[src/logic/cache_pkg.sv]
`default_nettype none

package cache_pkg;

  // Geometry, kept small for simulation
  localparam int word_bits   = 32;
  localparam int offset_bits = 2;   // Word within a block
  localparam int index_bits  = 4;
  localparam int tag_bits    = word_bits - index_bits - offset_bits;
  localparam int ways        = 4;
  localparam int age_bits    = 2;   // Age 3 is the oldest
  localparam int block_bits  = word_bits << offset_bits;
  localparam int sets        = 1 << index_bits;

  typedef logic [word_bits-1:0]   word_t;   // Data word, also word address
  typedef logic [tag_bits-1:0]    tag_t;
  typedef logic [index_bits-1:0]  index_t;
  typedef logic [offset_bits-1:0] offset_t;
  typedef logic [block_bits-1:0]  block_t;  // Word 0 in the low bits
  typedef logic [age_bits-1:0]    age_t;
  typedef logic [ways-1:0]        way_vec_t;

  typedef enum logic {
    op_read,
    op_write
  } cpu_op_e;

  typedef enum logic [2:0] {
    st_idle,
    st_lookup,
    st_write_back,
    st_fill,
    st_update,
    st_respond
  } cache_state_e;

endpackage

`default_nettype wire
[src/logic/cache_fsm.sv]
`timescale 1ns/10ps
`default_nettype none

module cache_fsm (
  input  logic                      clk,
  input  logic                      rst_n,
  input  logic                      req_fire,
  input  logic                      hit,
  input  logic                      need_write_back,
  input  logic                      mem_rsp_valid,
  input  logic                      rsp_done,
  output cache_pkg::cache_state_e   state,
  output logic                      idle,
  output logic                      mem_start,
  output logic                      mem_write,
  output logic                      wr_en,
  output logic                      rsp_load
);

  cache_pkg::cache_state_e state_nxt;

  always_comb begin
    state_nxt = state;
    case (state)
      cache_pkg::st_idle:
        if (req_fire) state_nxt = cache_pkg::st_lookup;
      cache_pkg::st_lookup: begin
        if (hit)
          state_nxt = cache_pkg::st_update;
        else if (need_write_back)
          state_nxt = cache_pkg::st_write_back;  // Dirty victim goes out first
        else
          state_nxt = cache_pkg::st_fill;
      end
      cache_pkg::st_write_back:
        if (mem_rsp_valid) state_nxt = cache_pkg::st_fill;
      cache_pkg::st_fill:
        if (mem_rsp_valid) state_nxt = cache_pkg::st_update;
      cache_pkg::st_update:
        state_nxt = cache_pkg::st_respond;
      cache_pkg::st_respond:
        if (rsp_done) state_nxt = cache_pkg::st_idle;
      default:
        state_nxt = cache_pkg::st_idle;
    endcase
  end

  always_ff @(posedge clk or negedge rst_n) begin
    if (!rst_n) state <= cache_pkg::st_idle;
    else        state <= state_nxt;
  end

  assign idle = (state == cache_pkg::st_idle);

  // Memory request on entry to st_write_back or st_fill
  assign mem_start = ((state == cache_pkg::st_lookup) && !hit) ||
                     ((state == cache_pkg::st_write_back) && mem_rsp_valid);
  assign mem_write = (state == cache_pkg::st_lookup) && !hit && need_write_back;

  // Store write and response capture share the st_update edge
  assign wr_en    = (state == cache_pkg::st_update);
  assign rsp_load = (state == cache_pkg::st_update);

  // Memory phases end only on a memory response
  assert property (@(posedge clk) disable iff (!rst_n)
    (state inside {cache_pkg::st_write_back, cache_pkg::st_fill}) && !mem_rsp_valid
      |=> $stable(state))
    else $error("memory phase left without response");

endmodule

`default_nettype wire

[config.mk]
export PLATFORM = sky130hd
export DESIGN_NAME = cache_fsm
export DESIGN_NICKNAME = d
export VERILOG_FILES = /design/src/logic/cache_pkg.sv /design/src/logic/cache_fsm.sv
export SDC_FILE = /design/constraint.sdc
export NUM_CORES = 1
export LEC_CHECK = 0
export BUFFER_PORTS_ARGS = -buffer_cell sky130_fd_sc_hd__buf_2
export CAP_MARGIN = 20
export CORE_AREA = 4 4 41 43
export DETAILED_ROUTE_END_ITERATION = 10
export DIE_AREA = 0 0 45 47
export GPL_TIMING_DRIVEN = 0
export SLEW_MARGIN = 20
export SYNTH_ARGS = -nofsm -noshare
export SYNTH_HDL_FRONTEND = slang
export SYNTH_SLANG_ARGS = --single-unit
[constraint.sdc]
create_clock -name clk -period 3.7 [get_ports clk]
set_clock_uncertainty 0.15 [all_clocks]
set_input_delay 0.555 -clock clk [delete_from_list [all_inputs] [get_ports clk]]
set_output_delay 0.555 -clock clk [all_outputs]
set_load 0.02 [all_outputs]
==> results of run 1 <==
synthesized netlist by cell type:
cell | number | area, sq um
inv_1 | 1 | 3.750
o221ai_1 | 1 | 8.760
a211oi_1 | 1 | 7.510
nor2_1 | 2 | 7.510
o31ai_1 | 1 | 7.510
nand3b_1 | 1 | 7.510
buf_4 | 1 | 7.510
buf_6 | 2 | 22.52
o21ai_0 | 1 | 5.000
a31o_1 | 1 | 8.760
and4_1 | 1 | 8.760
nand2_1 | 2 | 7.510
o31ai_4 | 1 | 21.27
a22oi_1 | 1 | 7.510
buf_2 | 1 | 5.000
a21oi_1 | 1 | 5.000
nor3b_1 | 2 | 15.01
nor3_1 | 2 | 10.01
mux2_4 | 1 | 15.01
dfrtp_1 | 3 | 75.07
worst reg2reg max path: stages (launching register included):
cell and delay (ns):
dfrtp_1 0.38, buf_6 0.14, mux2_4 0.29, a31o_1 0.22
report_power, final:
part,switching (W),internal [W],leakage (nW)
logic,0.000140,0.000104,0.132
registers,0.0000118,0.0000499,0.0374
clock network,0.0000171,0.0000404,0.0150
total,0.000169,0.000194,0.185
routing by layer:
layer  vias up  part of all wire [%]  GRT usage, %
met2        15                    42         9.040
met4         0                   1.8         5.263
met3         2                   9.8         3.448
met5         -                     0             0
met1       116                    46         9.545
li1        140                     -             -
through the flow:
step / instance area, sq um / cells / util [%]
finish: 381.6 / 61 / 29.33
global route: 381.6 / 61 / 29.33
CTS: 381.6 / 61 / 29.33
detailed placement: 345.3 / 56 / 26.54
global placement: 345.3 / 56 / 26.54
floorplan: 256.5 / 27 / -
cell families (layout without fill, tap and decap cells):
logic type	count (synthesis)	in the layout	share of synthesized area [%]
AO/OA/AOI/OAI	8	8	27.81
buffers and inverters	5	24	15.12
flip-flops	3	3	29.27
multiplexers	1	1	5.852
AND/OR/NAND/NOR	10	10	21.95
path summary, 6_finish.rpt:
kind | from | end | slack [ns] | cells after the start
min reg2reg | state[2] | state[1] | 0.42 | 2
min | state[2] | state[1] | 0.42 | 2
max in group asynchronous | rst_n | state[2] | 2.79 | 2
max reg2reg | state[1] | state[2] | 2.40 | 3
max | state[0] | wr_en | 1.65 | 4
min in group asynchronous | rst_n | state[0] | 0.50 | 2
final cells by class:
type                    count  share of cell area (%)
multi-input cells          19                   37.38
repair buffers             15                   20.98
flip-flops and latches      3                   19.67
plain buffers               4                   9.180
clock buffers               4                   6.885
well taps                  15                   4.918
inverters                   1                  0.9836
repair_timing:
item | in CTS | in global routing
buffers inserted | 0 | 0
hold buffers | 1 | 0
endpoints found under the hold margin | 3 | 0
==> impl_metrics.env, run 1 <==
export IMPL_status="finished clean"
export IMPL_grt_overflow_total=0
export IMPL_avgSynthCellArea_sq_um=9.500
export IMPL_fillers=157
export IMPL_antenna_cells=0
export IMPL_ff_latch_area_sq_um=75.07
export IMPL_path_buf_inv=3
export IMPL_drtAntennaViolNets=0
export IMPL_p_leak_nw=0.1846
export IMPL_port_buffers=14
export IMPL_routed_via_density=4.475
export IMPL_grt_antenna_before_repair=0
export IMPL_layout_drive_gt1_share_pct=50.00
export IMPL_ir_drop_mv=0.2266
export IMPL_layout_min_cycle_time_ns=2.055
export IMPL_fp_dieH_microns=47
export IMPL_clk_latency_ns=0.23
export IMPL_critPathSlowestCell="dfrtp_1"
export IMPL_design_core_area_sq_um=1301
export IMPL_layout_nets=54
export IMPL_drv_cap=0
export IMPL_cts_made_buffers=3
export IMPL_critPathKind="flop to output pin"
export IMPL_maxSlewHeadroom_pct=86.34
export IMPL_cts_reportedPaths_clkPinSlew_ns=0.04
export IMPL_critPathLaunchType="flop"
export IMPL_die_width_microns=45
export IMPL_dpl_hpwl_microns=497.4
export IMPL_numClockSinks=3
export IMPL_holdWs_ns=0.4244
export IMPL_firstDrtPassIters=4
export IMPL_wl_per_cell_microns=10.66
export IMPL_timing_setup_tns_ns=0
export IMPL_path_max_fanout=10
export IMPL_area_delta_synth_final_pct=48.78
export IMPL_max_stage_delay_ns=0.40
export IMPL_slew_violations=0
export IMPL_largest_register="state"
export IMPL_seq_area_frac_synth_pct=29.27
export IMPL_floorplan_initialDensity_pct=19.71
export IMPL_synth_nets=34
export IMPL_cp_end_kind="output pin"
export IMPL_cts_tree="yes"
export IMPL_top_regs="state x3"
export IMPL_grt_usage_pct=7.267
export IMPL_syn_cell_area_sq_um=256.5
export IMPL_ys_ff_latch=3
export IMPL_grt_pass1_vias=254
export IMPL_rows=13
export IMPL_finalPower_w=0.0003629
export IMPL_power_density_nw_per_um2=951.0
export IMPL_grt_pass1_wl_microns=1035
export IMPL_period_share_pct=55.53
export IMPL_layout_common_cells="15 x buf_2, 3 x clkbuf_4, 3 x dfrtp_1"
export IMPL_setup_viol=0
export IMPL_place_ws_ns=1.774
export IMPL_path_cells="buf_2, nor3_1, buf_4, buf_2"
export IMPL_grt_max_degree=11
export IMPL_drc=0
export IMPL_clockBufferDepth=2
export IMPL_wl_microns=650
export IMPL_worstPathRequired_ns=2.99
export IMPL_synth_cells=27
export IMPL_drtIter0Drc=3
export IMPL_io_pins=15
export IMPL_finalWorstSetupSlack_ns=1.645
export IMPL_path_delay_family="buffers and inverters"
export IMPL_max_freq_mhz=486.7
export IMPL_rsz0062_at_grt="false"
export IMPL_vias=273
export IMPL_hold_violations=0
export IMPL_h_tree_depth=1
export IMPL_tightestPinTransition_ns=0.2033
export IMPL_mostFrequentLayoutCell="buf_2"
export IMPL_hold_path_class="flop to flop"
export IMPL_fp_dieArea_sq_um=2115
export IMPL_gp_congestion=0.7389
export IMPL_cpMostUsedCell="buf_2"
export IMPL_largest_register_ffs=3
export IMPL_ys_types=20
export IMPL_cts_resized=0
export IMPL_ys_warnings_count=0
export IMPL_root_buffer="clkbuf_4"
export IMPL_multi_input_area_sq_um=142.6
export IMPL_arrival_ns=1.35
Power figures use the tool's default switching activity.
==> run 2: changes to the inputs <==
Clock period 3.7 ns to 1.66 ns, I/O delays scaled along.
==> run 2 against run 1 <==
Effect of this change: design area increased by 22%; power grew to 2.7 times the previous value; combinational power rose to 3.0 times the previous value; sequential cell count unchanged; clock power is 110% higher; critical path depth unchanged; critical path type unchanged.
==> impl_metrics.env, run 2 (synthesis gave the netlist of run 1 again) <==
export IMPL_status="finished clean"
export IMPL_critPathSlowestCell="dfrtp_1"
export IMPL_slew_violations=0
export IMPL_path_max_fanout=8
export IMPL_power_density_nw_per_um2=2138
export IMPL_drtIter0Drc=3
export IMPL_period_share_pct=95.74
export IMPL_worstPathRequired_ns=1.26
export IMPL_cts_made_buffers=3
export IMPL_floorplan_initialDensity_pct=19.71
export IMPL_grt_max_degree=11
export IMPL_fillers=158
export IMPL_design_core_area_sq_um=1301
export IMPL_finalWorstSetupSlack_ns=0.07070
export IMPL_max_stage_delay_ns=0.37
export IMPL_reg2reg_from="state[1]"
export IMPL_ir_drop_mv=0.6240
export IMPL_layout_common_cells="11 x buf_2, 8 x buf_4, 4 x buf_6"
export IMPL_layout_drive_gt1_share_pct=64.71
export IMPL_wl_microns=750
export IMPL_clockBufferDepth=2
export IMPL_drc=0
export IMPL_ff_latch_area_sq_um=75.07
export IMPL_place_ws_ns=0.1918
export IMPL_antenna_cells=0
export IMPL_crit_start="state[1]"
export IMPL_grt_usage_pct=7.352
export IMPL_grt_antenna_before_repair=0
export IMPL_firstDrtPassIters=3
export IMPL_drtAntennaViolNets=0
export IMPL_largest_register="state"
export IMPL_grt_overflow_total=0
export IMPL_r2r_slack_ns=0.24
export IMPL_grt_pass1_vias=255
export IMPL_layout_min_cycle_time_ns=1.589
export IMPL_rows=13
export IMPL_path_delay_family="flip-flops"
export IMPL_fp_dieH_microns=47
export IMPL_multi_input_area_sq_um=167.7
export IMPL_area_delta_synth_final_pct=81.46
export IMPL_cts_tree="yes"
export IMPL_finalPower_w=0.0009949
export IMPL_rr_worst_depth=4
export IMPL_tightestPinTransition_ns=0.1878
export IMPL_path_cells="buf_6, nor2_4, and4_1, buf_4"
export IMPL_h_tree_depth=1
export IMPL_die_width_microns=45
export IMPL_drv_cap=0
export IMPL_port_buffers=14
export IMPL_grt_pass1_wl_microns=1069
export IMPL_dpl_hpwl_microns=492.7
export IMPL_hold_path_class="primary input to asynchronous set/reset pin"
export IMPL_critPathLaunchType="flop"
export IMPL_setup_viol=0
export IMPL_numClockSinks=3
export IMPL_routed_via_density=4.515
export IMPL_gp_congestion=0.7357
export IMPL_p_leak_nw=0.2123
export IMPL_cts_reportedPaths_clkPinSlew_ns=0.04
export IMPL_holdWs_ns=0.1970
export IMPL_io_pins=15
export IMPL_hold_violations=0
export IMPL_mostFrequentLayoutCell="buf_2"
export IMPL_largest_register_ffs=3
export IMPL_vias=298
export IMPL_fp_dieArea_sq_um=2115
export IMPL_top_regs="state x3"
export IMPL_clk_latency_ns=0.23
export IMPL_max_freq_mhz=629.2
export IMPL_arrival_ns=1.19
export IMPL_root_buffer="clkbuf_4"
export IMPL_wl_per_cell_microns=11.36
export IMPL_layout_nets=59
export IMPL_cp_end_kind="output pin"
export IMPL_critPathKind="flop to output pin"
export IMPL_rsz0062_at_grt="true"
export IMPL_reg2reg_to="state[2]"
export IMPL_maxSlewHeadroom_pct=87.37
export IMPL_path_buf_inv=2
==> run 2: cell count changes in the layout (fill, tap and decap cells not counted) <==
cell | before | now
nor2_1 | 2 | 1
buf_6 | 2 | 4
clkinvlp_4 | 0 | 1
buf_4 | 1 | 8
nor3_1 | 2 | 1
inv_1 | 1 | 0
nand2_1 | 2 | 1
a21oi_2 | 0 | 1
nor2_4 | 0 | 1
nor3_4 | 0 | 1
nand2_2 | 0 | 1
a21oi_1 | 1 | 0
buf_2 | 15 | 11
==> run 2: per-stage QoR <==
stage	utilization (%)	area (sq um)	setup TNS, ns	std cells
after floorplan	-	267.8	0	27
after global placement	27.40	356.6	0	56
after detailed placement	27.40	356.6	0	56
after CTS	31.25	406.6	0	61
after global routing	35.77	465.4	-0.009197	66
final	35.77	465.4	0	66
==> run 2: what timing repair did <==
action	in CTS	in global routing
pin swaps	0	3
endpoints found under the hold margin	3	0
resized for setup	5	6
cloned	0	0
setup endpoints to repair	3	3
buffers inserted	0	6
hold buffers	1	0
==> run 2: area by class of cell <==
| type | count | share of cell area (%) |
|---|---|---|
| Buffer | 3 | 7.258 |
| Inverter | 1 | 1.613 |
| Clock buffer | 4 | 5.645 |
| Multi-Input combinational cell | 19 | 36.02 |
| Timing Repair Buffer | 21 | 29.30 |
| Tap cell | 15 | 4.032 |
| Sequential cell | 3 | 16.13 |
==> run 2: worst max-delay path by stage <==
stage	cells after the start	slack, ns	to
after floorplan	2	0.07	idle
after global placement	5	0.17	mem_start
after detailed placement	4	0.19	mem_write
after CTS	4	0.002	mem_write
after global routing	5	-0.009	mem_start
final	4	0.07	mem_write
==> run 2: metal layers <==
layer | global-route usage [%] | up-vias | part of all wire [%]
met5 | 0 | - | 0
met4 | 5.263 | 0 | 1.9
met3 | 2.299 | 2 | 8.7
met2 | 10.17 | 13 | 49
met1 | 9.567 | 133 | 41
li1 | - | 150 | -
==> run 2: power breakdown <==
part           leakage (nW)  switching [W]  internal, W
logic                 0.160       0.000378     0.000354
registers            0.0374      0.0000291     0.000111
clock network        0.0150      0.0000331    0.0000898
total                 0.212       0.000440     0.000554
==> run 3: changes to the inputs <==
Settings changed: ABC_AREA from default to 1.
==> run 3 against run 2 <==
Effect of this change: the flow now finishes with violations (setup timing); clock power rose by 6%; count of clock-buffer cells in the layout did not move; synthesized area rose by 3.9%.
==> impl_metrics.env, run 3 <==
export IMPL_status="complete, but fails checks"
export IMPL_violations="setup timing"
export IMPL_grt_overflow_total=0
export IMPL_ir_drop_mv=0.7222
export IMPL_p_leak_nw=0.2848
export IMPL_critPathLaunchType="flop"
export IMPL_cpMostUsedCell="buf_4"
export IMPL_grt_pass1_vias=362
export IMPL_place_area_sq_um=355.3
export IMPL_cts_tree="yes"
export IMPL_rr_worst_depth=9
export IMPL_antenna_cells=0
export IMPL_yosysMostFrequentCell="nand2_1"
export IMPL_top_regs="state x3"
export IMPL_vias=348
export IMPL_period_share_pct=101.1
export IMPL_maxSlewHeadroom_pct=91.55
export IMPL_critPathKind="flop to output pin"
export IMPL_rows=13
export IMPL_critPathSlowestCell="dfrtp_2"
export IMPL_design_area_sq_um=509.2
export IMPL_hold_path_class="primary input to flop"
export IMPL_grt_max_degree=8
export IMPL_ys_warnings_count=0
export IMPL_fp_dieH_microns=47
export IMPL_hold_path_endpoint="state[1]"
export IMPL_clockBufferDepth=2
export IMPL_synth_cells=38
export IMPL_h_tree_depth=1
export IMPL_design_core_area_sq_um=1301
export IMPL_path_max_fanout=4
export IMPL_async_reset_ff_share_pct=100.0
export IMPL_drtAntennaViolNets=0
export IMPL_area_delta_synth_final_pct=91.08
export IMPL_whs_path_depth=3
export IMPL_synthFlopType="dfrtp_1"
export IMPL_cts_made_buffers=3
export IMPL_worstPathRequired_ns=1.26
export IMPL_avgSynthCellArea_sq_um=7.013
export IMPL_layout_min_cycle_time_ns=1.678
export IMPL_largest_register="state"
export IMPL_die_width_microns=45
export IMPL_p_clk_share_pct=13.1
export IMPL_ys_types=18
export IMPL_syn_cell_area_sq_um=266.5
export IMPL_io_pins=15
export IMPL_clk_latency_ns=0.24
export IMPL_gp_congestion=0.7476
export IMPL_root_buffer="clkbuf_4"
export IMPL_cp_end_kind="output pin"
export IMPL_fp_dieArea_sq_um=2115
export IMPL_numPlacedInstances=67
export IMPL_drtIter0Drc=8
export IMPL_reg2reg_from="state[1]"
export IMPL_max_freq_mhz=595.9
export IMPL_reg2reg_to="state[1]"
export IMPL_hold_violations=0
export IMPL_layout_drive_gt1_share_pct=68.12
export IMPL_p_int_w=0.0005421
export IMPL_layout_nets=77
export IMPL_seq_area_frac_synth_pct=28.17
export IMPL_grt_pass1_wl_microns=1504
export IMPL_power_density_nw_per_um2=1950
export IMPL_path_cells="buf_4, o21a_1, nor2_1, buf_4"
export IMPL_firstDrtPassIters=4
export IMPL_synth_top_area_share_pct=28.17
export IMPL_p_comb_share_pct=71.7
export IMPL_final_util_pct=39.13
export IMPL_drc=0
export IMPL_switching_power_w=0.0004507
export IMPL_finalWorstSetupSlack_ns=-0.01821
export IMPL_numClockSinks=3
export IMPL_floorplan_initialDensity_pct=20.48
export IMPL_port_buffers=14
export IMPL_stdcell_count=84
export IMPL_swShare_pct=45.40
export IMPL_rsz0062_at_grt="true"
export IMPL_mostFrequentLayoutCell="buf_4"
export IMPL_finalPower_w=0.0009929
export IMPL_wl_microns=840
export IMPL_yosysTopAreaCell="dfrtp_1"
export IMPL_cts_reportedPaths_clkPinSlew_ns=0.04
export IMPL_max_stage_delay_ns=0.44
export IMPL_dpl_hpwl_microns=551.4
export IMPL_synth_nets=45
export IMPL_layout_common_cells="15 x buf_4, 12 x buf_2, 6 x nand2_1"
export IMPL_ys_ff_latch=3
export IMPL_tightestPinTransition_ns=0.1255
export IMPL_min_from="mem_rsp_valid"
export IMPL_synth_top_cells_by_count="8 x nand2_1, 6 x nor2_1, 3 x dfrtp_1, 3 x nor2_2"
export IMPL_grt_usage_pct=10.06
export IMPL_slew_violations=0
export IMPL_netlist_top_cells_area="dfrtp_1 28%, nand2_1 11%, nor2_1 8.5%"
export IMPL_grt_antenna_before_repair=0
export IMPL_r2r_slack_ns=0.05
export IMPL_drv_cap=0
export IMPL_setup_viol=1
export IMPL_largest_register_ffs=3
export IMPL_synth_edf_count=0
export IMPL_routed_via_density=4.143
export IMPL_wl_per_cell_microns=10.00
export IMPL_arrival_ns=1.28
export IMPL_seqPwrFrac_pct=15.3
run 3: repair_timing:
item / in CTS / in global routing
endpoints found under the setup margin: 1 / 4
resized for setup: 8 / 3
buffers inserted: 12 / 0
pin swaps: 2 / 1
hold buffers: 1 / 0
hold endpoints to repair: 3 / 0
run 3: how the worst max path moves through the flow:
stage              from   endpoint  slack, ns  cells after the start
2_1_floorplan  state[1]  mem_start       0.05                      5
3_3_place_gp   state[1]  mem_start       0.15                      6
3_5_place_dp   state[1]  mem_start       0.15                      6
4_1_cts        state[2]  mem_start      0.001                      4
5_1_grt        state[1]  mem_start      -0.10                      6
6_report       state[2]  mem_start      -0.02                      4
run 3: layout make-up:
type / instances / area, sq um
fill: 148 / 792.0
multi-input combinational: 29 / 175.2
timing repair buffer: 27 / 175.2
sequential: 3 / 77.57
clock buffer: 4 / 26.28
buffer: 2 / 18.77
tap: 15 / 18.77
inverter: 4 / 17.52
run 3: power by group through the flow:
stage	Sequential [W]	Combinational, W	Clock (W)
after floorplan	0.000188	0.000318	0
after global placement	0.000158	0.000473	0
after detailed placement	0.000158	0.000478	0
after CTS	0.000152	0.000686	0.000130
after global routing	0.000155	0.000778	0.000143
final	0.000152	0.000712	0.000130
run 3: kinds of logic after synthesis:
logic type / after synthesis / share of synthesized area [%]
and+or+nand+nor: 23 / 43.19
DFF: 3 / 28.17
AOI/OAI and AO/OA: 6 / 15.96
buffers and inverters: 6 / 12.68
run 3: stage by stage:
stage                     hold WS [ns]  setup TNS, ns  setup WS (ns)
after global routing            0.1794        -0.1315        -0.1024
after detailed placement       -0.1018              0         0.1486
after CTS                       0.1693              0       0.001269
after floorplan                -0.1966              0        0.05023
final                           0.1660       -0.01821       -0.01821
after global placement         -0.1028              0         0.1479
run 3: worst max-delay path: cells and delay by family, from the launching register on:
family | cells | cell delay [ns]
simple gates | 1 | 0.09
compound gates | 1 | 0.21
buf+inv | 2 | 0.30
flops | 1 | 0.44
run 3: per-layer routing:
layer  routed length (microns)  vias to the layer above  part of all wire [%]  global-route usage [%]
met5                         0                        -                     0                       0
met3                        49                        2                   5.8                   3.448
met1                       319                      152                    38                   10.53
met4                        14                        0                   1.7                   5.263
li1                          -                      184                     -                       -
met2                       457                       10                    54                   17.80
